--- src/design/dcache_pkg.sv ---
`default_nettype none

package dcache_pkg;

   // Physical address and data path
   localparam int ADDR_W = 32;
   localparam int WORD_W = 32;

   // Line geometry
   localparam int LINE_WORDS = 4;
   localparam int OFFS_W = 4;

   typedef logic [ADDR_W-1:0] addr_t;
   typedef logic [WORD_W-1:0] word_t;

   // All zero means a read
   typedef logic [WORD_W/8-1:0] wmask_t;

   // Word inside a line, also the burst beat number
   typedef logic [$clog2(LINE_WORDS)-1:0] beat_t;

   typedef enum logic [2:0]
   {
      BOOT,
      IDLE,
      REPLACE,
      WRITEBACK,
      REFILL,
      RELOAD,
      INVALIDATE
   } ctrl_state_e;

endpackage

`default_nettype wire

--- src/design/dcache_ifs.sv ---
`timescale 1ns/100ps
`default_nettype none


interface line_xfer_if;
   import dcache_pkg::*;

   logic  rd_start;
   logic  wr_start;
   addr_t line_addr;
   word_t wbeat_data;
   logic  rbeat_valid;
   word_t rbeat_data;
   logic  wbeat_take;
   logic  done;

   modport ctrl (
      output rd_start, wr_start, line_addr, wbeat_data,
      input  rbeat_valid, rbeat_data, wbeat_take, done
   );

   modport master (
      input  rd_start, wr_start, line_addr, wbeat_data,
      output rbeat_valid, rbeat_data, wbeat_take, done
   );

endinterface

`default_nettype wire

--- src/design/axi_line_master.sv ---
`timescale 1ns/100ps
`default_nettype none

module axi_line_master (
   input  logic              i_clk,
   input  logic              i_rst_n,
   line_xfer_if.master       xfer,
   // Read path
   output logic              o_arvalid,
   input  logic              i_arready,
   output dcache_pkg::addr_t o_araddr,
   input  logic              i_rvalid,
   output logic              o_rready,
   input  dcache_pkg::word_t i_rdata,
   input  logic              i_rlast,
   // Write path
   output logic              o_awvalid,
   input  logic              i_awready,
   output dcache_pkg::addr_t o_awaddr,
   output logic              o_wvalid,
   input  logic              i_wready,
   output dcache_pkg::word_t o_wdata,
   output logic              o_wlast,
   input  logic              i_bvalid,
   output logic              o_bready
);
   import dcache_pkg::*;

   beat_t wcnt;
   logic  r_hs;
   logic  w_hs;
   logic  b_hs;

   assign r_hs = i_rvalid && o_rready;
   assign w_hs = o_wvalid && i_wready;
   assign b_hs = i_bvalid && o_bready;

   always_ff @(posedge i_clk)
   begin
      if (!i_rst_n)
      begin
         o_arvalid <= 1'b0;
         o_rready <= 1'b0;
      end
      else
      begin
         if (xfer.rd_start)
            o_arvalid <= 1'b1;
         else if (o_arvalid && i_arready)
            o_arvalid <= 1'b0;
         // Accept R beats until the last one of the burst
         if (xfer.rd_start)
            o_rready <= 1'b1;
         else if (r_hs && i_rlast)
            o_rready <= 1'b0;
      end
   end

   always_ff @(posedge i_clk)
   begin
      if (!i_rst_n)
      begin
         o_awvalid <= 1'b0;
         o_wvalid <= 1'b0;
         o_bready <= 1'b0;
         wcnt <= '0;
      end
      else
      begin
         if (xfer.wr_start)
            o_awvalid <= 1'b1;
         else if (o_awvalid && i_awready)
            o_awvalid <= 1'b0;
         // W beats may run ahead of the AW handshake
         if (xfer.wr_start)
         begin
            o_wvalid <= 1'b1;
            wcnt <= '0;
         end
         else if (w_hs)
         begin
            wcnt <= wcnt + 1'b1;
            if (o_wlast)
               o_wvalid <= 1'b0;
         end
         if (xfer.wr_start)
            o_bready <= 1'b1;
         else if (b_hs)
            o_bready <= 1'b0;
      end
   end

   always_ff @(posedge i_clk)
   begin
      if (xfer.rd_start)
         o_araddr <= xfer.line_addr;
      if (xfer.wr_start)
         o_awaddr <= xfer.line_addr;
   end

   assign o_wlast = (wcnt == beat_t'(LINE_WORDS - 1));
   assign o_wdata = xfer.wbeat_data;

   assign xfer.rbeat_valid = r_hs;
   assign xfer.rbeat_data = i_rdata;
   assign xfer.wbeat_take = w_hs;
   assign xfer.done = (r_hs && i_rlast) || b_hs;

endmodule

`default_nettype wire

--- src/flat_wrapper.sv ---
// flat-port wrapper written by rule: the top's interface ports become plain ports
module axi_line_master_flat import dcache_pkg::*;
  (i_clk, i_rst_n, o_arvalid, i_arready, o_araddr, i_rvalid, o_rready, i_rdata, i_rlast, o_awvalid, i_awready, o_awaddr, o_wvalid, i_wready, o_wdata, o_wlast, i_bvalid, o_bready, xfer_rd_start, xfer_wr_start, xfer_line_addr, xfer_wbeat_data, xfer_rbeat_valid, xfer_rbeat_data, xfer_wbeat_take, xfer_done);
  line_xfer_if xfer_i ();
  input  logic i_clk;
  input  logic i_rst_n;
  output logic o_arvalid;
  input  logic i_arready;
  output dcache_pkg::addr_t o_araddr;
  input  logic i_rvalid;
  output logic o_rready;
  input  dcache_pkg::word_t i_rdata;
  input  logic i_rlast;
  output logic o_awvalid;
  input  logic i_awready;
  output dcache_pkg::addr_t o_awaddr;
  output logic o_wvalid;
  input  logic i_wready;
  output dcache_pkg::word_t o_wdata;
  output logic o_wlast;
  input  logic i_bvalid;
  output logic o_bready;
  input wire logic [$bits(xfer_i.rd_start)-1:0] xfer_rd_start;
  input wire logic [$bits(xfer_i.wr_start)-1:0] xfer_wr_start;
  input wire logic [$bits(xfer_i.line_addr)-1:0] xfer_line_addr;
  input wire logic [$bits(xfer_i.wbeat_data)-1:0] xfer_wbeat_data;
  output wire logic [$bits(xfer_i.rbeat_valid)-1:0] xfer_rbeat_valid;
  output wire logic [$bits(xfer_i.rbeat_data)-1:0] xfer_rbeat_data;
  output wire logic [$bits(xfer_i.wbeat_take)-1:0] xfer_wbeat_take;
  output wire logic [$bits(xfer_i.done)-1:0] xfer_done;
  assign xfer_i.rd_start = xfer_rd_start;
  assign xfer_i.wr_start = xfer_wr_start;
  assign xfer_i.line_addr = xfer_line_addr;
  assign xfer_i.wbeat_data = xfer_wbeat_data;
  assign xfer_rbeat_valid = xfer_i.rbeat_valid;
  assign xfer_rbeat_data = xfer_i.rbeat_data;
  assign xfer_wbeat_take = xfer_i.wbeat_take;
  assign xfer_done = xfer_i.done;
  axi_line_master u_core (.i_clk(i_clk), .i_rst_n(i_rst_n), .xfer(xfer_i), .o_arvalid(o_arvalid), .i_arready(i_arready), .o_araddr(o_araddr), .i_rvalid(i_rvalid), .o_rready(o_rready), .i_rdata(i_rdata), .i_rlast(i_rlast), .o_awvalid(o_awvalid), .i_awready(i_awready), .o_awaddr(o_awaddr), .o_wvalid(o_wvalid), .i_wready(i_wready), .o_wdata(o_wdata), .o_wlast(o_wlast), .i_bvalid(i_bvalid), .o_bready(o_bready));
endmodule
--- config.mk ---
export PLATFORM = sky130hd
export DESIGN_NAME = axi_line_master_flat
export DESIGN_NICKNAME = d
export VERILOG_FILES = /design/src/design/dcache_pkg.sv /design/src/design/dcache_ifs.sv /design/src/design/axi_line_master.sv /design/src/flat_wrapper.sv
export SDC_FILE = /design/constraint.sdc
export NUM_CORES = 1
export LEC_CHECK = 0
export ABC_AREA = 0
export BUFFER_PORTS_ARGS = -buffer_cell sky130_fd_sc_hd__buf_2
export CORE_AREA = 2 2 94 96
export DETAILED_ROUTE_END_ITERATION = 10
export DIE_AREA = 0 0 96 98
export MAX_ROUTING_LAYER = met4
export PLACE_DENSITY_LB_ADDON = 0.15
export RECOVER_POWER = 100
export SLEW_MARGIN = 0
export SYNTH_ARGS = -nofsm -noshare
export SYNTH_HDL_FRONTEND = slang
export SYNTH_SLANG_ARGS = --single-unit
--- constraint.sdc ---
create_clock -name i_clk -period 1.35 [get_ports i_clk]
set_clock_uncertainty 0.2 [all_clocks]
set_input_delay 0.405 -clock i_clk [delete_from_list [all_inputs] [get_ports i_clk]]
set_output_delay 0.405 -clock i_clk [all_outputs]
set_load 0.01 [all_outputs]
==> results.md <==
* Die ar. at 0.00941 mm2
* DRC at 0
* All-Layer GR Usage at 13.4%
* Port buffer count at 114
* Worst slew pin tran at 597 ps
* Vias at 1423
* Reg-to-reg slack, setup at 190 ps
* Hold Path End: u_core.o_awaddr[26]$_DFFE_PP_
* CTS Root Cell: clkbuf_8
* Setup violators final at 73
* Clk sink count at 71
* Peak VDD IR at 0.442 mV
* DPL Wire Length at 4940 um
* Startpoint types: flop
* Share of layout cells above drive strength 1 at 58.9%
* Arrival time worst endpoint at 1080 ps
* DR pass1 iterations at 3
* Crit Path Category: flop to primary output
* Mean Syn Cell Area at 17.3 um2
* Min Hold Slack at 48.4 ps
* Maximum fanout along the worst path at 2
* Final setup margin at -336 ps
* H-tree lvl count at 3
* Core Util, Final at 38.3%
* Final Hold Vio Count at 0
* CTS tree: built
* I/O pin count at 243
* Synthesized area at 0.00270 mm2
* Slew headroom at 60.2%
* Worst r2r path cells at 4
* Initial antenna violation count at 0
* Pre-CTS setup slack at -221 ps
* Skew-Pair Late Insertion Delay at 340 ps
* Maximum clock frequency at 593 MHz
* First DRT Iteration DRCs at 20
* Core Region at 0.00847 mm2
* Seq cells post-synth at 71
* Worst Hold Launch: xfer_line_addr[26]
* Die height at 98 um
* Max cap viols at 0
* Fin crit period at 1690 ps
* Sequential share of the synthesized area at 76.3%
* Min-delay worst type: input port to flop
* Reg2Reg Capture Point: u_core.o_wvalid$_SDFFE_PN0P_
* Largest net degree at the start of global routing at 23
* Routed Wire Length at 6350 um
* Clock-pin slew on the worst setup and hold paths at 80 ps
* RR Startpoint: u_core.o_wvalid$_SDFFE_PN0P_
* RSZ-0062 raised after global routing: true
* Gr ovfl total at 0
* Failing checks: negative setup slack
* Area Overhead vs Synth at 20.0%
* Yosys warns at 0
* Final nets at 333
* Cells after synthesis at 156
* Status: finished, violations left
* Data required time of the worst path at 750 ps
* Number of buffers created by CTS at 9
* Fillcell total at 829
* Ant. Diodes at 0
* First-pass GRT wire length at 8660 um
* Final cell count without fillers at 339
* CTS Buffer Depth at 2
* Initial Util at 31.9%
* PD cells at 1450 mW/mm2
* Final Instance Area at 0.00324 mm2
* Vias/cell at 4.20
* Vias in the first global route at 1381
* Post-route ant nets at 0
* Core Rows at 34
* Number of distinct library cells after synthesis at 17
* CTS Hold Buffers Added at 0
* Lkg Pwr at 0.00131 uW
* DP Area at 0.00302 mm2
* Die width at 96 um
* Placer Congestion at 0.750
* Max Transition Viols Final at 0
* WHS Path Cells at 1
* Syn nets at 263
* Final worst-path cycle share at 125%
* Inst Count DP at 320
* Post-DR wirelength/cell at 18.7 um
* Critical Path End Type: primary output
==> layout by cell type (no fill, tap or decap), types with 2 or more instances in the layout <==
cell type,netlist,layout
a21bo_1,2,2
and2_4,0,2
buf_2,0,94
buf_4,64,3
buf_6,0,9
clkbuf_1,0,13
clkbuf_2,0,4
clkbuf_8,0,9
clkinvlp_4,0,3
dfxtp_2,0,7
edfxtp_1,64,64
nor2b_1,3,3
o21a_1,5,5
==> what timing repair did <==
| action | CTS | global route |
|---|---|---|
| setup buffers | 2 | 1 |
| resized for setup | 18 | 1 |
| setup endpoints to repair | 73 | 73 |
| pin swaps | 1 | 0 |
==> per-stage QoR <==
step	total power, uW	TNS (ps)
after detailed placement	3110	-339
after global routing	4940	-11540
after global placement	3100	-331
after CTS	4810	-9170
final	4710	-7480
after floorplan	2990	-35.5
==> cells by family (layout without fill, tap and decap cells) <==
kind of cell	after synthesis	count (layout)	synth area share, %
and+or+nand+nor	8	8	1.90
adders and majority gates	1	1	0.463
buffers and inverters	64	139	17.8
DFF	71	71	76.3
AOI/OAI and AO/OA	12	12	3.52
==> per-layer routing <==
metal  vias to the layer above  share of wire [%]  global-route usage (%)
li1                        632                  -                       -
met1                       641                 32                    12.5
met2                       132                 49                    20.3
met3                        18                 17                    10.3
met4                         0                2.5                    5.82
met5                         -                  0                       -
==> Yosys cell counts <==
| cell | number | area share (%) |
|---|---|---|
| buf_4 | 64 | 18 |
| edfxtp_1 | 64 | 71 |
| dfxtp_1 | 7 | 5.2 |
| o21a_1 | 5 | 1.4 |
| nor2b_1 | 3 | 0.69 |
| a21bo_1 | 2 | 0.74 |
| a21boi_0 | 1 | 0.28 |
| a21boi_1 | 1 | 0.28 |
| a21oi_1 | 1 | 0.19 |
| a21oi_2 | 1 | 0.32 |
| a22o_1 | 1 | 0.32 |
| and2_1 | 1 | 0.23 |
| and2_2 | 1 | 0.28 |
| ha_1 | 1 | 0.46 |
| nand2b_1 | 1 | 0.23 |
| nand3_1 | 1 | 0.19 |
| nand3b_1 | 1 | 0.28 |
==> cell type report <==
type	instances	area, um2	area share [%]
clock buffer	10	128	3.94
clock inverter	6	70.1	2.16
multi-input combinational	21	175	5.40
sequential	71	2070	63.9
tap	108	135	4.17
timing repair buffer	123	663	20.5
==> sequential cells by signal, summed over array words and instances (netlist names) <==
name              flops
u_core.o_araddr      32
u_core.o_awaddr      32
u_core.wcnt           2
u_core.o_arvalid      1
u_core.o_awvalid      1
u_core.o_bready       1
u_core.o_rready       1
u_core.o_wvalid       1
==> where the power goes <==
part / leakage, uW / switching [uW] / internal, uW
combinational: 0.000531 / 241 / 194
clock: 0.0000891 / 798 / 863
sequential: 0.000686 / 40.2 / 2580
total: 0.00131 / 1080 / 3640
==> worst max path at each step <==
| stage | from | depth (start not counted) | endpoint | slack, ps |
|---|---|---|---|---|
| 2_1_floorplan | i_rvalid | 2 | xfer_done | -40 |
| 3_3_place_gp | i_rvalid | 4 | xfer_done | -220 |
| 3_5_place_dp | i_rvalid | 4 | xfer_done | -220 |
| 4_1_cts | u_core.o_rready$_SDFFE_PN0P_ | 3 | xfer_done | -360 |
| 5_1_grt | u_core.o_rready$_SDFFE_PN0P_ | 3 | xfer_done | -400 |
| 6_report | u_core.o_rready$_SDFFE_PN0P_ | 3 | xfer_done | -340 |
==> critical path, cell delays in order (launching register included) <==
cell	delay, ps
dfxtp_2	320
and2_4	130
a22o_1	160
buf_2	130
(Power assumes the default switching activity.)
