File: src/design/dcache_pkg.sv
`default_nettype none

package dcache_pkg;

   // Physical address and data path
   localparam int ADDR_W = 32;
   localparam int WORD_W = 32;

   // Line geometry
   localparam int LINE_WORDS = 4;
   localparam int OFFS_W = 4;

   typedef logic [ADDR_W-1:0] addr_t;
   typedef logic [WORD_W-1:0] word_t;

   // All zero means a read
   typedef logic [WORD_W/8-1:0] wmask_t;

   // Word inside a line, also the burst beat number
   typedef logic [$clog2(LINE_WORDS)-1:0] beat_t;

   typedef enum logic [2:0]
   {
      BOOT,
      IDLE,
      REPLACE,
      WRITEBACK,
      REFILL,
      RELOAD,
      INVALIDATE
   } ctrl_state_e;

endpackage

`default_nettype wire

File: src/design/dcache_ifs.sv
`timescale 1ns/100ps
`default_nettype none

interface way_port_if #(
   parameter int P_SETS = 4,
   parameter int P_WAYS = 1
);
   import dcache_pkg::*;

   localparam int TAG_W = ADDR_W - P_SETS - OFFS_W;
   localparam int NWAYS = 1 << P_WAYS;

   logic [P_SETS-1:0] index;
   logic              rd_en;
   beat_t             rd_offs;
   logic [TAG_W-1:0]  lookup_tag;
   logic [NWAYS-1:0]  wr_way;
   beat_t             wr_offs;
   wmask_t            wr_mask;
   word_t             wr_data;
   logic              tag_we;
   logic              valid_clr;
   logic              dirty_we;
   logic              dirty_val;

   // Valid one cycle after rd_en
   logic [NWAYS-1:0]  hit_vec;
   word_t             rdata;
   logic [NWAYS-1:0]  victim_way;
   logic              victim_dirty;
   logic [TAG_W-1:0]  victim_tag;

   modport ctrl (
      output index, rd_en, rd_offs, lookup_tag, wr_way, wr_offs, wr_mask, wr_data,
      output tag_we, valid_clr, dirty_we, dirty_val,
      input  hit_vec, rdata, victim_way, victim_dirty, victim_tag
   );

   modport ways (
      input  index, rd_en, rd_offs, lookup_tag, wr_way, wr_offs, wr_mask, wr_data,
      input  tag_we, valid_clr, dirty_we, dirty_val,
      output hit_vec, rdata, victim_way, victim_dirty, victim_tag
   );

endinterface


`default_nettype wire

File: src/design/cache_ways.sv
`timescale 1ns/100ps
`default_nettype none

module cache_ways #(
   parameter int P_SETS = 4,
   parameter int P_WAYS = 1
)
(
   input  logic    i_clk,
   input  logic    i_rst_n,
   way_port_if.ways port
);
   import dcache_pkg::*;

   localparam int NWAYS = 1 << P_WAYS;
   localparam int NSETS = 1 << P_SETS;
   localparam int TAG_W = ADDR_W - P_SETS - OFFS_W;

   logic [P_SETS-1:0] wr_idx;
   logic [NWAYS-1:0]  victim_ptr;
   logic [NWAYS-1:0]  victim_q;
   logic [NWAYS-1:0]  hit_raw;
   logic [NWAYS-1:0]  dirty_vec;
   logic [TAG_W-1:0]  tag_vec [NWAYS];
   word_t             data_vec [NWAYS];
   logic [NWAYS-1:0]  sel;
   word_t             rdata;
   logic              vdirty;
   logic [TAG_W-1:0]  vtag;
   logic              same_set;
   logic              same_word;

   // Writes go to the set of the last lookup
   assign same_set = (port.index == wr_idx);
   assign same_word = same_set && (port.rd_offs == port.wr_offs);

   always_ff @(posedge i_clk)
   begin
      if (port.rd_en)
      begin
         wr_idx <= port.index;
         victim_q <= victim_ptr;
      end
   end

   // Clock pointer, one step per cycle
   always_ff @(posedge i_clk)
   begin
      if (!i_rst_n)
         victim_ptr <= NWAYS'(1);
      else
         victim_ptr <= (victim_ptr << 1) | (victim_ptr >> (NWAYS - 1));
   end

   for (genvar w = 0; w < NWAYS; w++)
   begin : g_way
      logic [TAG_W-1:0] tag_ram [NSETS];
      logic [NSETS-1:0] valid_ram;
      logic [NSETS-1:0] dirty_ram;
      word_t            data_ram [NSETS*LINE_WORDS];
      logic [TAG_W-1:0] tag_rd;
      logic             valid_rd;
      logic             dirty_rd;
      word_t            data_rd;
      logic             tag_fwd;
      logic             dirty_fwd;

      assign tag_fwd = port.tag_we && port.wr_way[w] && same_set;
      assign dirty_fwd = port.dirty_we && port.wr_way[w] && same_set;

      always_ff @(posedge i_clk)
      begin
         if (port.valid_clr)
         begin
            valid_ram[port.index] <= 1'b0;
            dirty_ram[port.index] <= 1'b0;
         end
         if (port.tag_we && port.wr_way[w])
         begin
            tag_ram[wr_idx] <= port.lookup_tag;
            valid_ram[wr_idx] <= 1'b1;
         end
         if (port.dirty_we && port.wr_way[w])
            dirty_ram[wr_idx] <= port.dirty_val;
         for (int b = 0; b < WORD_W / 8; b++)
         begin
            if (port.wr_way[w] && port.wr_mask[b])
               data_ram[{wr_idx, port.wr_offs}][8*b +: 8] <= port.wr_data[8*b +: 8];
         end
      end

      // Write-first read port
      always_ff @(posedge i_clk)
      begin
         if (port.rd_en)
         begin
            tag_rd <= tag_fwd ? port.lookup_tag : tag_ram[port.index];
            valid_rd <= !port.valid_clr && (tag_fwd || valid_ram[port.index]);
            dirty_rd <= !port.valid_clr &&
                        (dirty_fwd ? port.dirty_val : dirty_ram[port.index]);
            for (int b = 0; b < WORD_W / 8; b++)
            begin
               if (port.wr_way[w] && port.wr_mask[b] && same_word)
                  data_rd[8*b +: 8] <= port.wr_data[8*b +: 8];
               else
                  data_rd[8*b +: 8] <= data_ram[{port.index, port.rd_offs}][8*b +: 8];
            end
         end
      end

      assign hit_raw[w] = valid_rd && (tag_rd == port.lookup_tag);
      assign dirty_vec[w] = dirty_rd;
      assign tag_vec[w] = tag_rd;
      assign data_vec[w] = data_rd;
   end

   always_comb
   begin
      sel = (|hit_raw) ? hit_raw : victim_q;
      rdata = '0;
      vdirty = 1'b0;
      vtag = '0;
      for (int w = 0; w < NWAYS; w++)
      begin
         if (sel[w])
            rdata = rdata | data_vec[w];
         if (victim_q[w])
         begin
            vdirty = vdirty | dirty_vec[w];
            vtag = vtag | tag_vec[w];
         end
      end
   end

   assign port.hit_vec = hit_raw;
   assign port.rdata = rdata;
   assign port.victim_way = victim_q;
   assign port.victim_dirty = vdirty;
   assign port.victim_tag = vtag;

endmodule

`default_nettype wire

File: src/flat_wrapper.sv
// flat-port wrapper written by rule: the top's interface ports become plain ports
module cache_ways_flat import dcache_pkg::*;
#(
   parameter int P_SETS = 4,
   parameter int P_WAYS = 1
)
  (i_clk, i_rst_n, port_index, port_rd_en, port_rd_offs, port_lookup_tag, port_wr_way, port_wr_offs, port_wr_mask, port_wr_data, port_tag_we, port_valid_clr, port_dirty_we, port_dirty_val, port_hit_vec, port_rdata, port_victim_way, port_victim_dirty, port_victim_tag);
  way_port_if #(.P_SETS(P_SETS), .P_WAYS(P_WAYS)) port_i ();
  input  logic i_clk;
  input  logic i_rst_n;
  input wire logic [$bits(port_i.index)-1:0] port_index;
  input wire logic [$bits(port_i.rd_en)-1:0] port_rd_en;
  input wire logic [$bits(port_i.rd_offs)-1:0] port_rd_offs;
  input wire logic [$bits(port_i.lookup_tag)-1:0] port_lookup_tag;
  input wire logic [$bits(port_i.wr_way)-1:0] port_wr_way;
  input wire logic [$bits(port_i.wr_offs)-1:0] port_wr_offs;
  input wire logic [$bits(port_i.wr_mask)-1:0] port_wr_mask;
  input wire logic [$bits(port_i.wr_data)-1:0] port_wr_data;
  input wire logic [$bits(port_i.tag_we)-1:0] port_tag_we;
  input wire logic [$bits(port_i.valid_clr)-1:0] port_valid_clr;
  input wire logic [$bits(port_i.dirty_we)-1:0] port_dirty_we;
  input wire logic [$bits(port_i.dirty_val)-1:0] port_dirty_val;
  output wire logic [$bits(port_i.hit_vec)-1:0] port_hit_vec;
  output wire logic [$bits(port_i.rdata)-1:0] port_rdata;
  output wire logic [$bits(port_i.victim_way)-1:0] port_victim_way;
  output wire logic [$bits(port_i.victim_dirty)-1:0] port_victim_dirty;
  output wire logic [$bits(port_i.victim_tag)-1:0] port_victim_tag;
  assign port_i.index = port_index;
  assign port_i.rd_en = port_rd_en;
  assign port_i.rd_offs = port_rd_offs;
  assign port_i.lookup_tag = port_lookup_tag;
  assign port_i.wr_way = port_wr_way;
  assign port_i.wr_offs = port_wr_offs;
  assign port_i.wr_mask = port_wr_mask;
  assign port_i.wr_data = port_wr_data;
  assign port_i.tag_we = port_tag_we;
  assign port_i.valid_clr = port_valid_clr;
  assign port_i.dirty_we = port_dirty_we;
  assign port_i.dirty_val = port_dirty_val;
  assign port_hit_vec = port_i.hit_vec;
  assign port_rdata = port_i.rdata;
  assign port_victim_way = port_i.victim_way;
  assign port_victim_dirty = port_i.victim_dirty;
  assign port_victim_tag = port_i.victim_tag;
  cache_ways #(.P_SETS(P_SETS), .P_WAYS(P_WAYS)) u_core (.i_clk(i_clk), .i_rst_n(i_rst_n), .port(port_i));
endmodule
File: config.mk
export PLATFORM = sky130hd
export DESIGN_NAME = cache_ways_flat
export DESIGN_NICKNAME = d
export VERILOG_FILES = /design/src/design/dcache_pkg.sv /design/src/design/dcache_ifs.sv /design/src/design/cache_ways.sv /design/src/flat_wrapper.sv
export SDC_FILE = /design/constraint.sdc
export NUM_CORES = 2
export LEC_CHECK = 0
export BUFFER_PORTS_ARGS = -buffer_cell sky130_fd_sc_hd__buf_2
export CAP_MARGIN = 10
export CORE_ASPECT_RATIO = 1.5
export CORE_MARGIN = 10
export CORE_UTILIZATION = 55
export CTS_BUF_LIST = sky130_fd_sc_hd__clkbuf_4
export DETAILED_ROUTE_END_ITERATION = 8
export GPL_TIMING_DRIVEN = 0
export HOLD_SLACK_MARGIN = 0.05
export PLACE_DENSITY = 0.71
export SLEW_MARGIN = 10
export SYNTH_ARGS = -nofsm -noshare
export SYNTH_HDL_FRONTEND = slang
export SYNTH_MEMORY_MAX_BITS = 65536
export SYNTH_SLANG_ARGS = --single-unit
File: constraint.sdc
create_clock -name i_clk -period 7.55 [get_ports i_clk]
set_clock_uncertainty 0.1 [all_clocks]
set_input_delay 1.51 -clock i_clk [delete_from_list [all_inputs] [get_ports i_clk]]
set_output_delay 1.51 -clock i_clk [all_outputs]
set_load 0.02 [all_outputs]
==> flow_summary.toml <==
[outcome]
status = "finished with violations"
failed_checks = "capacitance limit, slew limit"

[grt]
grt_pass1_vias = 115820
use_met2_pct = 69.4
grt_antenna_before_repair = 126
grt_max_degree = 99
grt.busiest_layer = "met2"
overflow = 0
use_met1_pct = 42.6
grt_pass1_wl_mm = 1090
use_met3_pct = 14.8
grtUsageTotal_pct = 43.8

[setup_path]
required_ns = 5.94
r2r_setup_slack_ns = 1.99
crit_family = "compound AO/OA/AOI/OAI gates"
cp-start-kind = "flip-flop"
end_kind = "output pin"
critical_path.max_stage_delay_ns = 0.70
worstPathMaxFanout = 10
cp.arrival_ns = 5.89
cp_num_buf_inv = 2
slowest_stage = "edfxtp_1"
path_cells = "xor2_1 -> nor3_1 -> nand3_1 -> nor4_2 -> o21bai_1 -> clkbuf_2 -> a22o_1 -> buf_2"
critPathKind = "flip-flop to output pin"

[sta]
fin_crit_ns = 7.50
rsz0062_at_grt = "no"
tightest_slew_ns = 1.58
final-setup-viol-count = 0
maxSlewHeadroom_pct = -8.06
finalSetupTns_ns = 0
finalHoldViolations = 0
holdWs_ns = 0.110
slew_violations = 39
fmax_mhz = 133
finalCritPeriodShare_pct = 99.4

[final_layout]
post-route-util_pct = 62.3
layout_commonest_cell = "edfxtp_1"
register_area_mm2 = 0.151
finalNetCount = 11681
final_cell_mix = "4986 x edfxtp_1, 1623 x clkbuf_4, 1288 x mux2i_1"
syn_to_final_growth_pct = 12.9
final_layout_size_suffix_gt1_share_pct = 26.7
fill_cells = 25561
multi_input_area_mm2 = 0.0436

[yosys]
syn_nets = 10245
async_flop_share_pct = 0
synth-edff-count = 4986
synth_top_cell_by_area = "edfxtp_1"
synthFlopType = "edfxtp_1"
synth-seq-area-share_pct = 76.6
synth_top_family_by_area = "multiplexers"
ys_warn_count = 0
synth_seq_cells = 5052
synth_mux_area_share_pct = 15.3
synth_top_area_share_pct = 76.0
syn_inst = 10168
avgSynthCellArea_um2 = 19.4
synth_compound_area_share_pct = 3.81
synthSimpleGateAreaFrac_pct = 2.62
synth-adder-area-share_pct = 0
syn_area_mm2 = 0.197
synthTopCellsByArea = "edfxtp_1 76%, mux4_2 8.1%, mux2i_1 6.6%"
synth_cell_type_count = 44
synth-xor-area-share_pct = 0.240

[clock_tree]
numCtsBuffers = 1172
cts.path.max_buffers = 4
clkTransAtPathRegs_ns = 0.07
clock_sinks = 5052
tritoncts = "built"
clock_latency_ns = 1.71
cts_root_buf = "clkbuf_4"
htreeDepth = 7

[placement]
dp_hpwl_mm = 619
gp_congestion = 1.05
port_buffers = 132

[floorplan]
io_pins = 138
dieWidth_um = 509
rows = 269
floorplan.initialDensity_pct = 55.1
die-area_mm2 = 0.383
core_mm2 = 0.357
die_h_um = 753

[routing]
routed_wl_mm = 849
avgViaCountPerCell = 6.80
drtAntennaViolNets = 0
dr_total_vias = 118822
drcViolationCount = 0
wl_per_cell_um = 48.6
drt_iter0_drc = 18941
drt_pre_antenna_iters = 8

[min_path]
worstHoldPathType = "primary input to flip-flop"

[power_and_ir_drop]
totalPowerFinal_uw = 57900
powerDensity_mw_per_mm2 = 260
ir_drop_v = 0.000197
p_leak_uw = 0.0744

[run]
max-cap-violations = 7
==> layer usage <==
layer / part of all wire, % / up-vias
met2: 48 / 10012
met5: 0.055 / -
li1: - / 45364
met1: 28 / 60349
met4: 14 / 40
met3: 11 / 3057
==> timing repair <==
| item | CTS | global route |
|---|---|---|
| setup endpoints to repair | 1 | 3 |
| resized for setup | 1 | 2 |
| buffers inserted | 0 | 0 |
| hold buffers | 4 | 1 |
| pin swaps | 0 | 0 |
| endpoints found under the hold margin | 5 | 6 |
==> where the power goes <==
part           internal, µW  switching, µW
Clock                 10900          11100
Sequential            31100            181
Combinational          1160           3510
Total                 43100          14800
==> final timing paths <==
check,start,endpoint,cells past startpoint
max,u_core.g_way[0].tag_rd[11]$_DFFE_PP_,port_rdata[22],8
min,port_wr_data[30],u_core.g_way[1].data_ram[25][30]$_DFFE_PP_,1
max reg2reg,u_core.wr_idx[0]$_DFFE_PP_,u_core.g_way[1].data_ram[53][8]$_DFFE_PP_,5
min reg2reg,u_core.victim_ptr[1]$_SDFF_PN0_,u_core.port.victim_way[1]$_DFFE_PP_,0
==> sequential cells by signal (all words and copies together) (netlist names) <==
name and count:
u_core.port.victim_way 2, u_core.g_way.dirty_ram 32, u_core.wr_idx 4, u_core.victim_ptr 2
u_core.g_way.dirty_rd 2, u_core.g_way.valid_ram 32, u_core.g_way.data_ram 4096, u_core.g_way.tag_ram 768
u_core.g_way.tag_rd 48, u_core.g_way.data_rd 64, u_core.g_way.valid_rd 2
==> through the flow <==
stage	cells	cell area [µm²]	setup slack [ns]
3_5_place_dp	15164	207000	-0.134
5_1_grt	17388	222000	0.267
3_3_place_gp	15042	204000	-1.69
6_report	17469	223000	0.0488
4_1_cts	17138	222000	0.188
2_1_floorplan	10168	197000	2.38
==> cells in the mapped netlist (3+ instances only) <==
cell      count
a211oi_1     48
a21o_1       32
a21oi_1     182
a221oi_1     53
a22o_1       57
a22oi_1     439
a31oi_1      68
a41oi_1      46
and2_1        6
and3_1        3
and3b_1       4
buf_1        54
buf_2       228
buf_4        39
buf_6        17
clkbuf_1    269
dfxtp_1      66
edfxtp_1   4986
mux2_2       96
mux2i_1    1293
mux4_2      712
nand2_1     391
nand2b_1      5
nand3_1      75
nand3b_1      3
nand4_1      57
nor2_1      663
nor2b_1      15
nor3_1        7
nor3b_1       5
nor4_1        9
o21ai_0     139
o22ai_1      28
or2_2         7
xnor2_1      22
xor2_1       32
==> cells by family after synthesis <==
family	Yosys count
compound gates	1096
xor+xnor	54
buf+inv	609
flops	5052
mux	2101
simple gates	1256
==> area by class of cell <==
cell class,instances,share of cell area [%]
inverter,2,0.00337
antenna,327,0.368
sequential,5052,67.9
buffer,607,1.33
timing repair buffer,262,1.64
tap,4742,2.67
clock buffer,1623,5.47
multi-input combinational,4507,19.6
clock inverter,347,1.06
No activity file was read; power rests on OpenSTA's default activity.
