**src/design/dcache_pkg.sv**
```systemverilog
`default_nettype none

package dcache_pkg;

   // Physical address and data path
   localparam int ADDR_W = 32;
   localparam int WORD_W = 32;

   // Line geometry
   localparam int LINE_WORDS = 4;
   localparam int OFFS_W = 4;

   typedef logic [ADDR_W-1:0] addr_t;
   typedef logic [WORD_W-1:0] word_t;

   // All zero means a read
   typedef logic [WORD_W/8-1:0] wmask_t;

   // Word inside a line, also the burst beat number
   typedef logic [$clog2(LINE_WORDS)-1:0] beat_t;

   typedef enum logic [2:0]
   {
      BOOT,
      IDLE,
      REPLACE,
      WRITEBACK,
      REFILL,
      RELOAD,
      INVALIDATE
   } ctrl_state_e;

endpackage

`default_nettype wire

```
**src/design/dcache_ifs.sv**
```systemverilog
`timescale 1ns/100ps
`default_nettype none

interface way_port_if #(
   parameter int P_SETS = 4,
   parameter int P_WAYS = 1
);
   import dcache_pkg::*;

   localparam int TAG_W = ADDR_W - P_SETS - OFFS_W;
   localparam int NWAYS = 1 << P_WAYS;

   logic [P_SETS-1:0] index;
   logic              rd_en;
   beat_t             rd_offs;
   logic [TAG_W-1:0]  lookup_tag;
   logic [NWAYS-1:0]  wr_way;
   beat_t             wr_offs;
   wmask_t            wr_mask;
   word_t             wr_data;
   logic              tag_we;
   logic              valid_clr;
   logic              dirty_we;
   logic              dirty_val;

   // Valid one cycle after rd_en
   logic [NWAYS-1:0]  hit_vec;
   word_t             rdata;
   logic [NWAYS-1:0]  victim_way;
   logic              victim_dirty;
   logic [TAG_W-1:0]  victim_tag;

   modport ctrl (
      output index, rd_en, rd_offs, lookup_tag, wr_way, wr_offs, wr_mask, wr_data,
      output tag_we, valid_clr, dirty_we, dirty_val,
      input  hit_vec, rdata, victim_way, victim_dirty, victim_tag
   );

   modport ways (
      input  index, rd_en, rd_offs, lookup_tag, wr_way, wr_offs, wr_mask, wr_data,
      input  tag_we, valid_clr, dirty_we, dirty_val,
      output hit_vec, rdata, victim_way, victim_dirty, victim_tag
   );

endinterface

interface line_xfer_if;
   import dcache_pkg::*;

   logic  rd_start;
   logic  wr_start;
   addr_t line_addr;
   word_t wbeat_data;
   logic  rbeat_valid;
   word_t rbeat_data;
   logic  wbeat_take;
   logic  done;

   modport ctrl (
      output rd_start, wr_start, line_addr, wbeat_data,
      input  rbeat_valid, rbeat_data, wbeat_take, done
   );

   modport master (
      input  rd_start, wr_start, line_addr, wbeat_data,
      output rbeat_valid, rbeat_data, wbeat_take, done
   );

endinterface

`default_nettype wire

```
**src/design/dcache_ctrl.sv**
```systemverilog
`timescale 1ns/100ps
`default_nettype none

module dcache_ctrl #(
   parameter int P_SETS = 4,
   parameter int P_WAYS = 1
)
(
   input  logic               i_clk,
   input  logic               i_rst_n,
   input  logic               i_req,
   input  dcache_pkg::addr_t  i_addr,
   input  dcache_pkg::wmask_t i_wmask,
   input  dcache_pkg::word_t  i_wdata,
   input  logic               i_inv,
   output logic               o_stall,
   output dcache_pkg::word_t  o_rdata,
   way_port_if.ctrl           ways,
   line_xfer_if.ctrl          xfer
);
   import dcache_pkg::*;

   localparam int NWAYS = 1 << P_WAYS;
   localparam int TAG_W = ADDR_W - P_SETS - OFFS_W;
   localparam int BEAT_W = $bits(beat_t);

   ctrl_state_e       state;
   ctrl_state_e       state_nxt;
   logic              req_v;
   addr_t             req_addr;
   wmask_t            req_wmask;
   word_t             req_wdata;
   logic              req_inv;
   logic [P_SETS-1:0] boot_cnt;
   beat_t             beat_cnt;
   logic [NWAYS-1:0]  vic_way;
   logic [TAG_W-1:0]  req_tag;
   logic [P_SETS-1:0] req_idx;
   beat_t             req_offs;
   logic              hit;
   logic              hit_wr;
   logic              wb_start;
   logic              rf_start;

   assign req_tag = req_addr[ADDR_W-1 -: TAG_W];
   assign req_idx = req_addr[OFFS_W +: P_SETS];
   assign req_offs = req_addr[OFFS_W-BEAT_W +: BEAT_W];

   assign hit = |ways.hit_vec;
   assign o_stall = (state != IDLE) || (req_v && (req_inv || !hit));
   assign hit_wr = (state == IDLE) && req_v && !req_inv && hit && (|req_wmask);
   assign o_rdata = ways.rdata;

   always_ff @(posedge i_clk)
   begin
      if (!i_rst_n)
         req_v <= 1'b0;
      else if (!o_stall)
         req_v <= i_req;
      else if (state == INVALIDATE)
         req_v <= 1'b0;
   end

   always_ff @(posedge i_clk)
   begin
      if (!o_stall)
      begin
         req_addr <= i_addr;
         req_wmask <= i_wmask;
         req_wdata <= i_wdata;
         req_inv <= i_inv;
      end
      if (state == REPLACE)
         vic_way <= ways.victim_way;
   end

   always_ff @(posedge i_clk)
   begin
      if (!i_rst_n)
      begin
         state <= BOOT;
         boot_cnt <= '0;
         beat_cnt <= '0;
      end
      else
      begin
         state <= state_nxt;
         if (state == BOOT)
            boot_cnt <= boot_cnt + 1'b1;
         // Writeback reads run one word ahead of the W channel
         if (state == REPLACE)
            beat_cnt <= ways.victim_dirty ? beat_t'(1) : beat_t'(0);
         else if ((state == WRITEBACK) && xfer.done)
            beat_cnt <= '0;
         else if (((state == WRITEBACK) && xfer.wbeat_take) ||
                  ((state == REFILL) && xfer.rbeat_valid))
            beat_cnt <= beat_cnt + 1'b1;
      end
   end

   always_comb
   begin
      state_nxt = state;
      case (state)
         BOOT:
            if (&boot_cnt)
               state_nxt = IDLE;
         IDLE:
            if (req_v && req_inv)
               state_nxt = INVALIDATE;
            else if (req_v && !hit)
               state_nxt = REPLACE;
         REPLACE:
            state_nxt = ways.victim_dirty ? WRITEBACK : REFILL;
         WRITEBACK:
            if (xfer.done)
               state_nxt = REFILL;
         REFILL:
            if (xfer.done)
               state_nxt = RELOAD;
         RELOAD,
         INVALIDATE:
            state_nxt = IDLE;
         default:
            state_nxt = BOOT;
      endcase
   end

   assign wb_start = (state == REPLACE) && ways.victim_dirty;
   assign rf_start = ((state == REPLACE) && !ways.victim_dirty) ||
                     ((state == WRITEBACK) && xfer.done);

   assign xfer.wr_start = wb_start;
   assign xfer.rd_start = rf_start;
   assign xfer.line_addr = wb_start ? {ways.victim_tag, req_idx, {OFFS_W{1'b0}}}
                                    : {req_tag, req_idx, {OFFS_W{1'b0}}};
   assign xfer.wbeat_data = ways.rdata;

   assign ways.lookup_tag = req_tag;

   always_comb
   begin
      ways.index = req_idx;
      ways.rd_en = 1'b0;
      ways.rd_offs = req_offs;
      ways.wr_way = '0;
      ways.wr_offs = req_offs;
      ways.wr_mask = '0;
      ways.wr_data = req_wdata;
      ways.tag_we = 1'b0;
      ways.valid_clr = 1'b0;
      ways.dirty_we = 1'b0;
      ways.dirty_val = 1'b1;
      case (state)
         BOOT:
         begin
            ways.index = boot_cnt;
            ways.valid_clr = 1'b1;
         end
         IDLE:
         begin
            // Lookup of the incoming request beside the write of the held one
            ways.index = i_addr[OFFS_W +: P_SETS];
            ways.rd_offs = i_addr[OFFS_W-BEAT_W +: BEAT_W];
            ways.rd_en = i_req && !o_stall;
            if (hit_wr)
            begin
               ways.wr_way = ways.hit_vec;
               ways.wr_mask = req_wmask;
               ways.dirty_we = 1'b1;
            end
         end
         REPLACE:
         begin
            ways.rd_en = ways.victim_dirty;
            ways.rd_offs = '0;
            ways.wr_way = ways.victim_way;
            ways.tag_we = 1'b1;
            ways.dirty_we = 1'b1;
            ways.dirty_val = 1'b0;
         end
         WRITEBACK:
         begin
            ways.rd_en = xfer.wbeat_take;
            ways.rd_offs = beat_cnt;
         end
         REFILL:
         begin
            ways.wr_way = vic_way;
            ways.wr_offs = beat_cnt;
            ways.wr_mask = xfer.rbeat_valid ? '1 : '0;
            ways.wr_data = xfer.rbeat_data;
         end
         RELOAD:
         begin
            ways.rd_en = 1'b1;
            ways.wr_way = vic_way;
            ways.wr_mask = req_wmask;
            ways.dirty_we = |req_wmask;
         end
         INVALIDATE:
            ways.valid_clr = 1'b1;
         default:
            ways.rd_en = 1'b0;
      endcase
   end

endmodule

`default_nettype wire

```
**src/flat_wrapper.sv**
```systemverilog
// flat-port wrapper written by rule: the top's interface ports become plain ports
module dcache_ctrl_flat import dcache_pkg::*;
#(
   parameter int P_SETS = 4,
   parameter int P_WAYS = 1
)
  (i_clk, i_rst_n, i_req, i_addr, i_wmask, i_wdata, i_inv, o_stall, o_rdata, ways_index, ways_rd_en, ways_rd_offs, ways_lookup_tag, ways_wr_way, ways_wr_offs, ways_wr_mask, ways_wr_data, ways_tag_we, ways_valid_clr, ways_dirty_we, ways_dirty_val, ways_hit_vec, ways_rdata, ways_victim_way, ways_victim_dirty, ways_victim_tag, xfer_rd_start, xfer_wr_start, xfer_line_addr, xfer_wbeat_data, xfer_rbeat_valid, xfer_rbeat_data, xfer_wbeat_take, xfer_done);
  way_port_if #(.P_SETS(P_SETS), .P_WAYS(P_WAYS)) ways_i ();
  line_xfer_if xfer_i ();
  input  logic i_clk;
  input  logic i_rst_n;
  input  logic i_req;
  input  dcache_pkg::addr_t i_addr;
  input  dcache_pkg::wmask_t i_wmask;
  input  dcache_pkg::word_t i_wdata;
  input  logic i_inv;
  output logic o_stall;
  output dcache_pkg::word_t o_rdata;
  output wire logic [$bits(ways_i.index)-1:0] ways_index;
  output wire logic [$bits(ways_i.rd_en)-1:0] ways_rd_en;
  output wire logic [$bits(ways_i.rd_offs)-1:0] ways_rd_offs;
  output wire logic [$bits(ways_i.lookup_tag)-1:0] ways_lookup_tag;
  output wire logic [$bits(ways_i.wr_way)-1:0] ways_wr_way;
  output wire logic [$bits(ways_i.wr_offs)-1:0] ways_wr_offs;
  output wire logic [$bits(ways_i.wr_mask)-1:0] ways_wr_mask;
  output wire logic [$bits(ways_i.wr_data)-1:0] ways_wr_data;
  output wire logic [$bits(ways_i.tag_we)-1:0] ways_tag_we;
  output wire logic [$bits(ways_i.valid_clr)-1:0] ways_valid_clr;
  output wire logic [$bits(ways_i.dirty_we)-1:0] ways_dirty_we;
  output wire logic [$bits(ways_i.dirty_val)-1:0] ways_dirty_val;
  input wire logic [$bits(ways_i.hit_vec)-1:0] ways_hit_vec;
  input wire logic [$bits(ways_i.rdata)-1:0] ways_rdata;
  input wire logic [$bits(ways_i.victim_way)-1:0] ways_victim_way;
  input wire logic [$bits(ways_i.victim_dirty)-1:0] ways_victim_dirty;
  input wire logic [$bits(ways_i.victim_tag)-1:0] ways_victim_tag;
  output wire logic [$bits(xfer_i.rd_start)-1:0] xfer_rd_start;
  output wire logic [$bits(xfer_i.wr_start)-1:0] xfer_wr_start;
  output wire logic [$bits(xfer_i.line_addr)-1:0] xfer_line_addr;
  output wire logic [$bits(xfer_i.wbeat_data)-1:0] xfer_wbeat_data;
  input wire logic [$bits(xfer_i.rbeat_valid)-1:0] xfer_rbeat_valid;
  input wire logic [$bits(xfer_i.rbeat_data)-1:0] xfer_rbeat_data;
  input wire logic [$bits(xfer_i.wbeat_take)-1:0] xfer_wbeat_take;
  input wire logic [$bits(xfer_i.done)-1:0] xfer_done;
  assign ways_index = ways_i.index;
  assign ways_rd_en = ways_i.rd_en;
  assign ways_rd_offs = ways_i.rd_offs;
  assign ways_lookup_tag = ways_i.lookup_tag;
  assign ways_wr_way = ways_i.wr_way;
  assign ways_wr_offs = ways_i.wr_offs;
  assign ways_wr_mask = ways_i.wr_mask;
  assign ways_wr_data = ways_i.wr_data;
  assign ways_tag_we = ways_i.tag_we;
  assign ways_valid_clr = ways_i.valid_clr;
  assign ways_dirty_we = ways_i.dirty_we;
  assign ways_dirty_val = ways_i.dirty_val;
  assign ways_i.hit_vec = ways_hit_vec;
  assign ways_i.rdata = ways_rdata;
  assign ways_i.victim_way = ways_victim_way;
  assign ways_i.victim_dirty = ways_victim_dirty;
  assign ways_i.victim_tag = ways_victim_tag;
  assign xfer_rd_start = xfer_i.rd_start;
  assign xfer_wr_start = xfer_i.wr_start;
  assign xfer_line_addr = xfer_i.line_addr;
  assign xfer_wbeat_data = xfer_i.wbeat_data;
  assign xfer_i.rbeat_valid = xfer_rbeat_valid;
  assign xfer_i.rbeat_data = xfer_rbeat_data;
  assign xfer_i.wbeat_take = xfer_wbeat_take;
  assign xfer_i.done = xfer_done;
  dcache_ctrl #(.P_SETS(P_SETS), .P_WAYS(P_WAYS)) u_core (.i_clk(i_clk), .i_rst_n(i_rst_n), .i_req(i_req), .i_addr(i_addr), .i_wmask(i_wmask), .i_wdata(i_wdata), .i_inv(i_inv), .o_stall(o_stall), .o_rdata(o_rdata), .ways(ways_i), .xfer(xfer_i));
endmodule
```
**config.mk**
```make
export PLATFORM = sky130hd
export DESIGN_NAME = dcache_ctrl_flat
export DESIGN_NICKNAME = d
export VERILOG_FILES = /design/src/design/dcache_pkg.sv /design/src/design/dcache_ifs.sv /design/src/design/dcache_ctrl.sv /design/src/flat_wrapper.sv
export SDC_FILE = /design/constraint.sdc
export NUM_CORES = 1
export LEC_CHECK = 0
export BUFFER_PORTS_ARGS = -buffer_cell sky130_fd_sc_hd__buf_2
export CELL_PAD_IN_SITES_DETAIL_PLACEMENT = 0
export CELL_PAD_IN_SITES_GLOBAL_PLACEMENT = 1
export CORE_AREA = 2 2 131 133
export DETAILED_ROUTE_END_ITERATION = 10
export DIE_AREA = 0 0 133 135
export PLACE_DENSITY = 0.74
export SLEW_MARGIN = 0
export SYNTH_ARGS = -nofsm -noshare
export SYNTH_HDL_FRONTEND = slang
export SYNTH_SLANG_ARGS = --single-unit
```
**constraint.sdc**
```tcl
create_clock -name i_clk -period 9.06 [get_ports i_clk]
set_input_delay 1.812 -clock i_clk [delete_from_list [all_inputs] [get_ports i_clk]]
set_output_delay 1.812 -clock i_clk [all_outputs]
set_load 0.005 [all_outputs]
```
==> metrics.cfg, run 1 <==
[critical_path]
worstPathCellList = buf_2 > and3_2 > mux2_2 > buf_2
cp.required_ps = 7250
crit_slowest_cell = and3_2
critPathBufInv = 2
ff2ff_path_depth = 4
end_kind = primary output
path_depth = 4
path_max_fanout = 26
crit_arrival_ps = 3310
path_common_cell = buf_2
max_stage_delay_ps = 770
crit_path_start_kind = input pin
crit_type = in -> out
path_delay_family = simple AND/OR/NAND/NOR gates

[placement]
gp_congestion = 0.800
dp_hpwl_mm = 10.2
portBuffers = 239
dp_cells = 704

[hold_path]
hold_path_class = reg -> reg
holdPathStages = 2

[floorplanning]
die-area_um2 = 18000
fp-row-count = 47
die_y_um = 135
ios = 342
core_um2 = 16400
die_width_um = 133
start_util_pct = 27.4

[clock_tree]
cts_tree = yes
cts_sinks = 79
clockRootBuffer = clkbuf_16
clk-insertion-delay-late_ps = 340
holdBufCountCts = 0
htreeDepth = 3
clk_pin_slew_worst_paths_ps = 70
cts_resized = 0
post-cts-setup-buffer-count = 0
cts_inserted_buffers = 9
clk_path_buf_depth = 2

[grt]
grt_antenna_before_repair = 0
grt-ovfl-total = 0
grt_use_met2_pct = 24.9
grt_pass1_vias = 3270
busiest_layer = met2
met1_usage_pct = 15.2
track_usage_pct = 14.0
grtUsageMet3_pct = 5.26
grt_max_degree = 68
grt_pass1_wl_mm = 19.0

[logic_synthesis]
syn_area_per_cell_um2 = 12.9
syn_area_um2 = 4500
syn_inst = 350
ys_types = 50
synth-seq-area-share_pct = 50.5
yosys.area.top_type = edfxtp_1
synth_ff_type = edfxtp_1
synth_edf_count = 69
synth.most_common_cell = buf_4
yosys-top-cells-area = edfxtp_1 (46%), buf_4 (16%), mux2_2 (8.8%)
yosys_warnings = 0
synth_common_cells = buf_4 (98), edfxtp_1 (69), mux2_2 (35), mux2_4 (19), nor2_1 (13)
ys_async_sr_fraction_pct = 0
synth_top_area_share_pct = 46.1
yosys_register_bits = 79

[power]
seqPwrFrac_pct = 47.3
comb_power_share_pct = 4.5
clkPwrFrac_pct = 48.2
power_leakage_nw = 2.42
switchingPower_w = 0.000174
p_int_w = 0.000665
ir_drop_mv = 0.0724
p_per_area_nw_per_um2 = 152
p_sw_share_pct = 20.8

[status]
status = completed

[routing]
firstDrtPassIters = 4
antenna_left = 0
vias_per_cell = 4.35
routed_wl_mm = 13.1
drt-initial-drc-count = 136
drc = 0
wl_per_cell_um = 18.1
vias = 3132

[timing]
drv_slew = 0
clock_skew_ps = 6.94
relSlewSlack_pct = 33.7
worst_pin_slew_ps = 993
rsz0062_at_grt = no
max_freq_ghz = 0.195
hold_viol = 0
setup_violations = 0
timing.final.crit_period_ps = 5120
setup_tns_ps = 0
post-route-period-util_pct = 56.6

[final_layout]
instances_no_fill = 720
fillers = 1658
fin_util_pct = 33.6
antenna-diode-count = 0
drive_gt1_share_pct = 63.8
fin_nets = 664
area_growth_pct = 22.4

[job]
drv_cap = 0

power by group through the flow:
stage	logic [W]	registers (W)	clock network, W
after floorplan	0.0000304	0.000405	0
after global placement	0.0000365	0.000405	0
after detailed placement	0.0000376	0.000405	0
after CTS	0.0000376	0.000397	0.000422
after global routing	0.0000415	0.000397	0.000436
final	0.0000374	0.000397	0.000405
worst min-delay path, delay by kind of cell, from the launching register on:
family	cells	cell delay, ps
muxes	1	130
and+or+nand+nor	1	50
DFF	1	340
metal layers:
layer,vias to the layer above,share of wire (%)
met4,0,1.4
met5,-,0
met1,1454,36
li1,1447,-
met2,215,52
met3,16,10
flip-flops by register name, indices dropped and copies added (netlist names):
| name | count |
|---|---|
| u_core.state | 3 |
| u_core.req_wdata | 32 |
| u_core.vic_way | 2 |
| u_core.req_v | 1 |
| u_core.req_wmask | 4 |
| u_core.boot_cnt | 4 |
| u_core.beat_cnt | 2 |
| u_core.req_addr | 30 |
| u_core.req_inv | 1 |
cells by family after synthesis:
group           Yosys count  synth area share, %
flops                    79                 50.5
xor+xnor                  4                0.779
other cells               1               0.0834
buf+inv                 113                 18.7
mux                      65                 17.7
simple gates             52                 6.90
compound gates           35                 5.09
fa+ha+maj                 1                0.278
layout by cell type (no fill, tap or decap), drive strengths merged, types with 3 or more instances in the layout:
| cell | count |
|---|---|
| a21o | 5 |
| a21oi | 12 |
| and2 | 4 |
| and3 | 4 |
| buf | 241 |
| clkbuf | 9 |
| conb | 4 |
| dfxtp | 10 |
| edfxtp | 69 |
| inv | 6 |
| mux2 | 58 |
| mux2i | 7 |
| nand2 | 4 |
| nand2b | 4 |
| nor2 | 14 |
| nor2b | 6 |
| nor3 | 3 |
| o21ai | 5 |
| xnor2 | 3 |
per-stage QoR:
| stage | total power (W) | hold slack (ps) | setup slack, ps | cell area [µm²] |
|---|---|---|---|---|
| after global placement | 0.000442 | 552 | 3920 | 5180 |
| after CTS | 0.000857 | 569 | 3880 | 5510 |
| after global routing | 0.000875 | 643 | 3890 | 5510 |
| after floorplan | 0.000436 | 524 | 2130 | 4510 |
| after detailed placement | 0.000443 | 559 | 3880 | 5180 |
| final | 0.000839 | 562 | 3940 | 5510 |
worst paths after layout:
kind | startpoint | end | slack [ps]
max | ways_victim_dirty | xfer_line_addr[8] | 3940
min | u_core.boot_cnt[1] | u_core.boot_cnt[1] | 560
max reg2reg | u_core.state[0] | u_core.req_addr[16] | 6200
min reg2reg | u_core.boot_cnt[1] | u_core.boot_cnt[1] | 560
layout make-up:
type / count / area [µm²] / share of cell area [%]
clock inverter: 7 / 103 / 1.86
inverter: 3 / 11.3 / 0.204
sequential: 79 / 2270 / 41.3
tap: 220 / 275 / 5.00
timing repair buffer: 241 / 1210 / 22.0
clock buffer: 9 / 225 / 4.09
multi-input combinational: 161 / 1410 / 25.6
No activity file was read; power rests on OpenSTA's default activity.
==> inputs of run 2 (changes only) <==
- CORE_AREA: 2 2 131 133 -> unset
- CORE_ASPECT_RATIO: unset -> 0.8
- CORE_MARGIN: unset -> 2
- CORE_UTILIZATION: unset -> 26
- DIE_AREA: 0 0 133 135 -> unset
- clock period: 9.06 -> 4.7 ns (I/O delays scaled with it)
==> metrics.cfg, run 2 (same netlist as run 1, synthesis figures left out) <==
[timing]
clock_skew_ps = 12.0  ; +5.05 ps
timing.final.crit_period_ps = 3590
setup_tns_ps = 0  ; unchanged
post-route-period-util_pct = 76.3
timing.final.ws_setup_ps = 1110  ; -2820 ps
relSlewSlack_pct = 34.7  ; +0.96 points
setup_violations = 0  ; unchanged
hold_viol = 0  ; unchanged
rsz0062_at_grt = no
worst_pin_slew_ps = 979  ; -14.4 ps
drv_slew = 0  ; unchanged
max_freq_ghz = 0.279

[hold_path]
hold_path_class = reg -> reg

[grt]
grt_max_degree = 68  ; unchanged
track_usage_pct = 12.2  ; -1.8 points
grt_pass1_vias = 3108  ; -5.0%
grt-ovfl-total = 0  ; unchanged
grt_antenna_before_repair = 1  ; +1
grt_pass1_wl_mm = 16.7  ; -12%

[routing]
wl_per_cell_um = 16.9  ; -7.0%
firstDrtPassIters = 4  ; unchanged
vias_per_cell = 4.33  ; -0.48%
drt-initial-drc-count = 178  ; +31%
drc = 0  ; unchanged
routed_wl_mm = 12.1  ; -7.0%
antenna_left = 0  ; unchanged
vias = 3117  ; -0.48%

[critical_path]
crit_type = reg -> out
crit_path_start_kind = flip-flop
crit_arrival_ps = 2650  ; -660 ps
end_kind = primary output
cp.required_ps = 3760  ; -3490 ps
path_max_fanout = 26  ; unchanged

[placement]
portBuffers = 239  ; unchanged
gp_congestion = 0.771  ; -3.6%
place_ws_ps = 1370  ; -2510 ps
dp_hpwl_mm = 9.43  ; -7.7%

[status]
status = completed

[clock_tree]
cts_sinks = 79  ; unchanged
post-cts-setup-buffer-count = 0  ; unchanged
cts_inserted_buffers = 9  ; unchanged
holdBufCountCts = 0  ; unchanged
cts_tree = yes
clk_path_buf_depth = 2  ; unchanged
clockRootBuffer = clkbuf_16
cts_resized = 0  ; unchanged
clk_pin_slew_worst_paths_ps = 70  ; about the same
htreeDepth = 3  ; unchanged
clk-insertion-delay-late_ps = 340  ; about the same

[final_layout]
layout_commonest_cell = buf_2
largest_reg_flops = 32  ; unchanged
fin_nets = 664  ; unchanged
top_regs = u_core.req_wdata (32), u_core.req_addr (30)
area_growth_pct = 21.8
antenna-diode-count = 0  ; unchanged
drive_gt1_share_pct = 63.8  ; unchanged
final_cell_mix = buf_2 (239), edfxtp_1 (69), mux2_2 (35)
top_register = u_core.req_wdata

[floorplanning]
core_um2 = 16800  ; +2.2%
ios = 342  ; unchanged
die_width_um = 151  ; +14%
fp-row-count = 42  ; -11%
die-area_um2 = 18400  ; +2.3%
die_y_um = 122  ; -9.9%
start_util_pct = 26.8  ; -0.58 points

[power]
p_per_area_nw_per_um2 = 280  ; +84%
ir_drop_mv = 0.141  ; +94%
power_leakage_nw = 2.40  ; -0.63%

[job]
drv_cap = 0  ; unchanged

run 2: where the power goes:
part           internal (W)  switching, W  total (W)
Combinational     0.0000463     0.0000255  0.0000718
Clock              0.000412      0.000284   0.000696
Sequential         0.000764    0.00000279   0.000766
run 2: worst paths after layout:
check	endpoint	slack, ps	cells after the start	startpoint
setup / recovery	xfer_line_addr[9]	1110	4	u_core.state[0]
hold / removal	u_core.boot_cnt[1]	570	2	u_core.boot_cnt[1]
setup reg to reg	u_core.req_addr[12]	1860	4	u_core.state[0]
hold reg to reg	u_core.boot_cnt[1]	570	2	u_core.boot_cnt[1]
run 2: metal layers:
| layer | part of all wire [%] | up-vias | global-route usage [%] |
|---|---|---|---|
| li1 | - | 1443 | - |
| met1 | 38 | 1442 | 13.1 |
| met2 | 52 | 215 | 21.9 |
| met3 | 9.6 | 15 | 5.24 |
| met4 | 1.2 | 2 | 3.62 |
| met5 | 0.12 | - | 0 |
run 2: area by class of cell:
class	instances	area [µm²]
clock buffers	9	225
clock inverters	7	72.6
fillers	1718	11300
inverters	3	11.3
multi-input cells	161	1410
flip-flops and latches	79	2270
well taps	220	275
repair buffers	241	1210
run 2: critical path, cell delays in order, from the launching register on:
cell and delay (ps):
dfxtp_1 630, nor2_2 310, and3_2 770, mux2_2 420, buf_2 130
run 2: per-stage QoR:
stage          std cells  power (W)  cell area [µm²]  util (%)  hold slack (ps)
2_1_floorplan        353   0.000840             4510         -              524
6_report             720    0.00153             5480      32.7              568
4_1_cts              720    0.00157             5480      32.7              579
3_5_place_dp         704   0.000854             5180      30.9              570
5_1_grt              720    0.00160             5480      32.7              607
3_3_place_gp         704   0.000850             5180      30.9              547
==> inputs of run 3 (changes only) <==
- CORE_UTILIZATION: 26 -> 29
- PLACE_DENSITY: 0.74 -> 0.79
- clock period: 4.7 -> 3.5 ns (I/O delays scaled with it)
==> metrics.cfg, run 3 (same netlist as run 1, synthesis figures left out) <==
[grt]
track_usage_pct = 13.0  ; +0.70 points
grt_antenna_before_repair = 1  ; unchanged
grt-ovfl-total = 0  ; unchanged
grt_pass1_wl_mm = 15.9  ; -4.6%
grt_max_degree = 68  ; unchanged
grt_pass1_vias = 2863  ; -7.9%

[power]
comb_power_share_pct = 4.6  ; about the same
switchingPower_w = 0.000422  ; +35%
clkPwrFrac_pct = 45.5  ; about the same
power_leakage_nw = 2.42  ; +0.94%
seqPwrFrac_pct = 49.9  ; about the same
p_per_area_nw_per_um2 = 374  ; +34%
p_total_w = 0.00206  ; +34%
p_sw_share_pct = 20.4  ; +0.068 points
ir_drop_mv = 0.213  ; +52%
p_int_w = 0.00164  ; +34%

[critical_path]
cp.required_ps = 2800  ; -960 ps
crit_type = reg -> out
crit_arrival_ps = 2240  ; -410 ps
ff2ff_path_depth = 4  ; unchanged
reg2reg_to = u_core.req_addr[13]
crit_path_start_kind = flip-flop
regToRegSetupSlack_ps = 1140  ; -720 ps
end_kind = primary output
r2r-start = u_core.state[0]
path_max_fanout = 26  ; unchanged

[timing]
setup_tns_ps = 0  ; unchanged
setup_violations = 0  ; unchanged
drv_slew = 0  ; unchanged
hold_viol = 0  ; unchanged
timing.final.crit_period_ps = 2940
post-route-period-util_pct = 83.9
relSlewSlack_pct = 43.1  ; +8.5 points
max_freq_ghz = 0.341
timing.hold.ws_ps = 533  ; -35.5 ps
clock_skew_ps = 9.52  ; -2.47 ps
worst_pin_slew_ps = 853  ; -126 ps
rsz0062_at_grt = no

[floorplanning]
die_width_um = 143  ; -5.2%
ios = 342  ; unchanged
die-area_um2 = 16500  ; -10%
fp-row-count = 40  ; -4.8%
die_y_um = 115  ; -5.1%
start_util_pct = 29.8  ; +2.9 points
core_um2 = 15100  ; -9.8%

[routing]
antenna_left = 0  ; unchanged
vias_per_cell = 4.32  ; -0.11%
drc = 0  ; unchanged
firstDrtPassIters = 4  ; unchanged
routed_wl_mm = 11.5  ; -5.6%
drt-initial-drc-count = 121  ; -32%
wl_per_cell_um = 16.0  ; -4.9%
vias = 3092  ; -0.80%

[hold_path]
min_to = u_core.req_wdata[13]
hold_path_class = in -> reg
min_from = i_wdata[13]
holdPathStages = 1  ; -1

[final_layout]
top_regs = u_core.req_wdata (32), u_core.req_addr (30)
top_register = u_core.req_wdata
fin_nets = 668  ; +0.60%
area_growth_pct = 22.5
fin_util_pct = 36.4  ; +3.8 points
drive_gt1_share_pct = 63.9  ; +0.089 points
instances_no_fill = 715  ; -0.69%
layout_commonest_cell = buf_2
final_cell_mix = buf_2 (239), edfxtp_1 (69), mux2_2 (35)
largest_reg_flops = 32  ; unchanged

[clock_tree]
post-cts-setup-buffer-count = 0  ; unchanged
clockRootBuffer = clkbuf_16
clk-insertion-delay-late_ps = 340  ; about the same
cts_tree = yes
htreeDepth = 3  ; unchanged
cts_sinks = 79  ; unchanged
clk_pin_slew_worst_paths_ps = 70  ; about the same
cts_inserted_buffers = 9  ; unchanged
holdBufCountCts = 0  ; unchanged
clk_path_buf_depth = 2  ; unchanged
cts_resized = 0  ; unchanged

[status]
status = completed

[placement]
dp_cells = 698  ; -0.85%
gp_congestion = 0.759  ; -1.6%
dp_hpwl_mm = 9.16  ; -2.9%
portBuffers = 239  ; unchanged

[job]
drv_cap = 0  ; unchanged

## run 3: layout make-up
| class | instances | area, µm² |
|---|---|---|
| inverter | 3 | 11.3 |
| tap | 210 | 263 |
| timing repair buffer | 245 | 1250 |
| clock buffer | 9 | 225 |
| fill | 1527 | 9610 |
| clock inverter | 7 | 71.3 |
| sequential | 79 | 2270 |
| multi-input combinational | 161 | 1410 |
| antenna | 1 | 2.50 |
## run 3: metal layers
metal	GRT usage [%]	routed length, µm	vias up
li1	-	-	1456
met3	6.00	1120	11
met4	3.33	108	2
met1	14.9	4390	1440
met5	0	13	-
met2	21.9	5830	183
## run 3: worst max path at each step
stage / startpoint / end / slack, ps / depth (start not counted)
2_1_floorplan: ways_hit_vec[1] / o_stall / 670 / 4
3_3_place_gp: ways_victim_dirty / xfer_line_addr[8] / 880 / 5
3_5_place_dp: ways_victim_dirty / xfer_line_addr[8] / 850 / 5
4_1_cts: u_core.state[2] / xfer_line_addr[8] / 540 / 6
5_1_grt: u_core.state[0] / ways_wr_way[0] / 320 / 5
6_report: u_core.state[2] / xfer_line_addr[8] / 560 / 6
## run 3: worst max-delay path, stage by stage (launching register included)
cell     delay (ps)
dfxtp_1         350
buf_4           200
nor2_2          180
and3_2          210
buf_4           380
mux2_2          400
buf_2           140
## run 3: through the flow
step                      instance area (µm²)  worst slack (ps)
after floorplan                          4520               667
after global placement                   5210               881
after detailed placement                 5210               854
after CTS                                5510               540
after global routing                     5510               324
final                                    5510               565
## run 3: power by group through the flow
stage	combinational [W]	clock [W]	sequential (W)
after CTS	0.0000962	0.000980	0.00103
final	0.0000946	0.000939	0.00103
after detailed placement	0.0000963	0	0.00105
after floorplan	0.0000788	0	0.00105
after global placement	0.0000923	0	0.00105
after global routing	0.000106	0.00101	0.00103
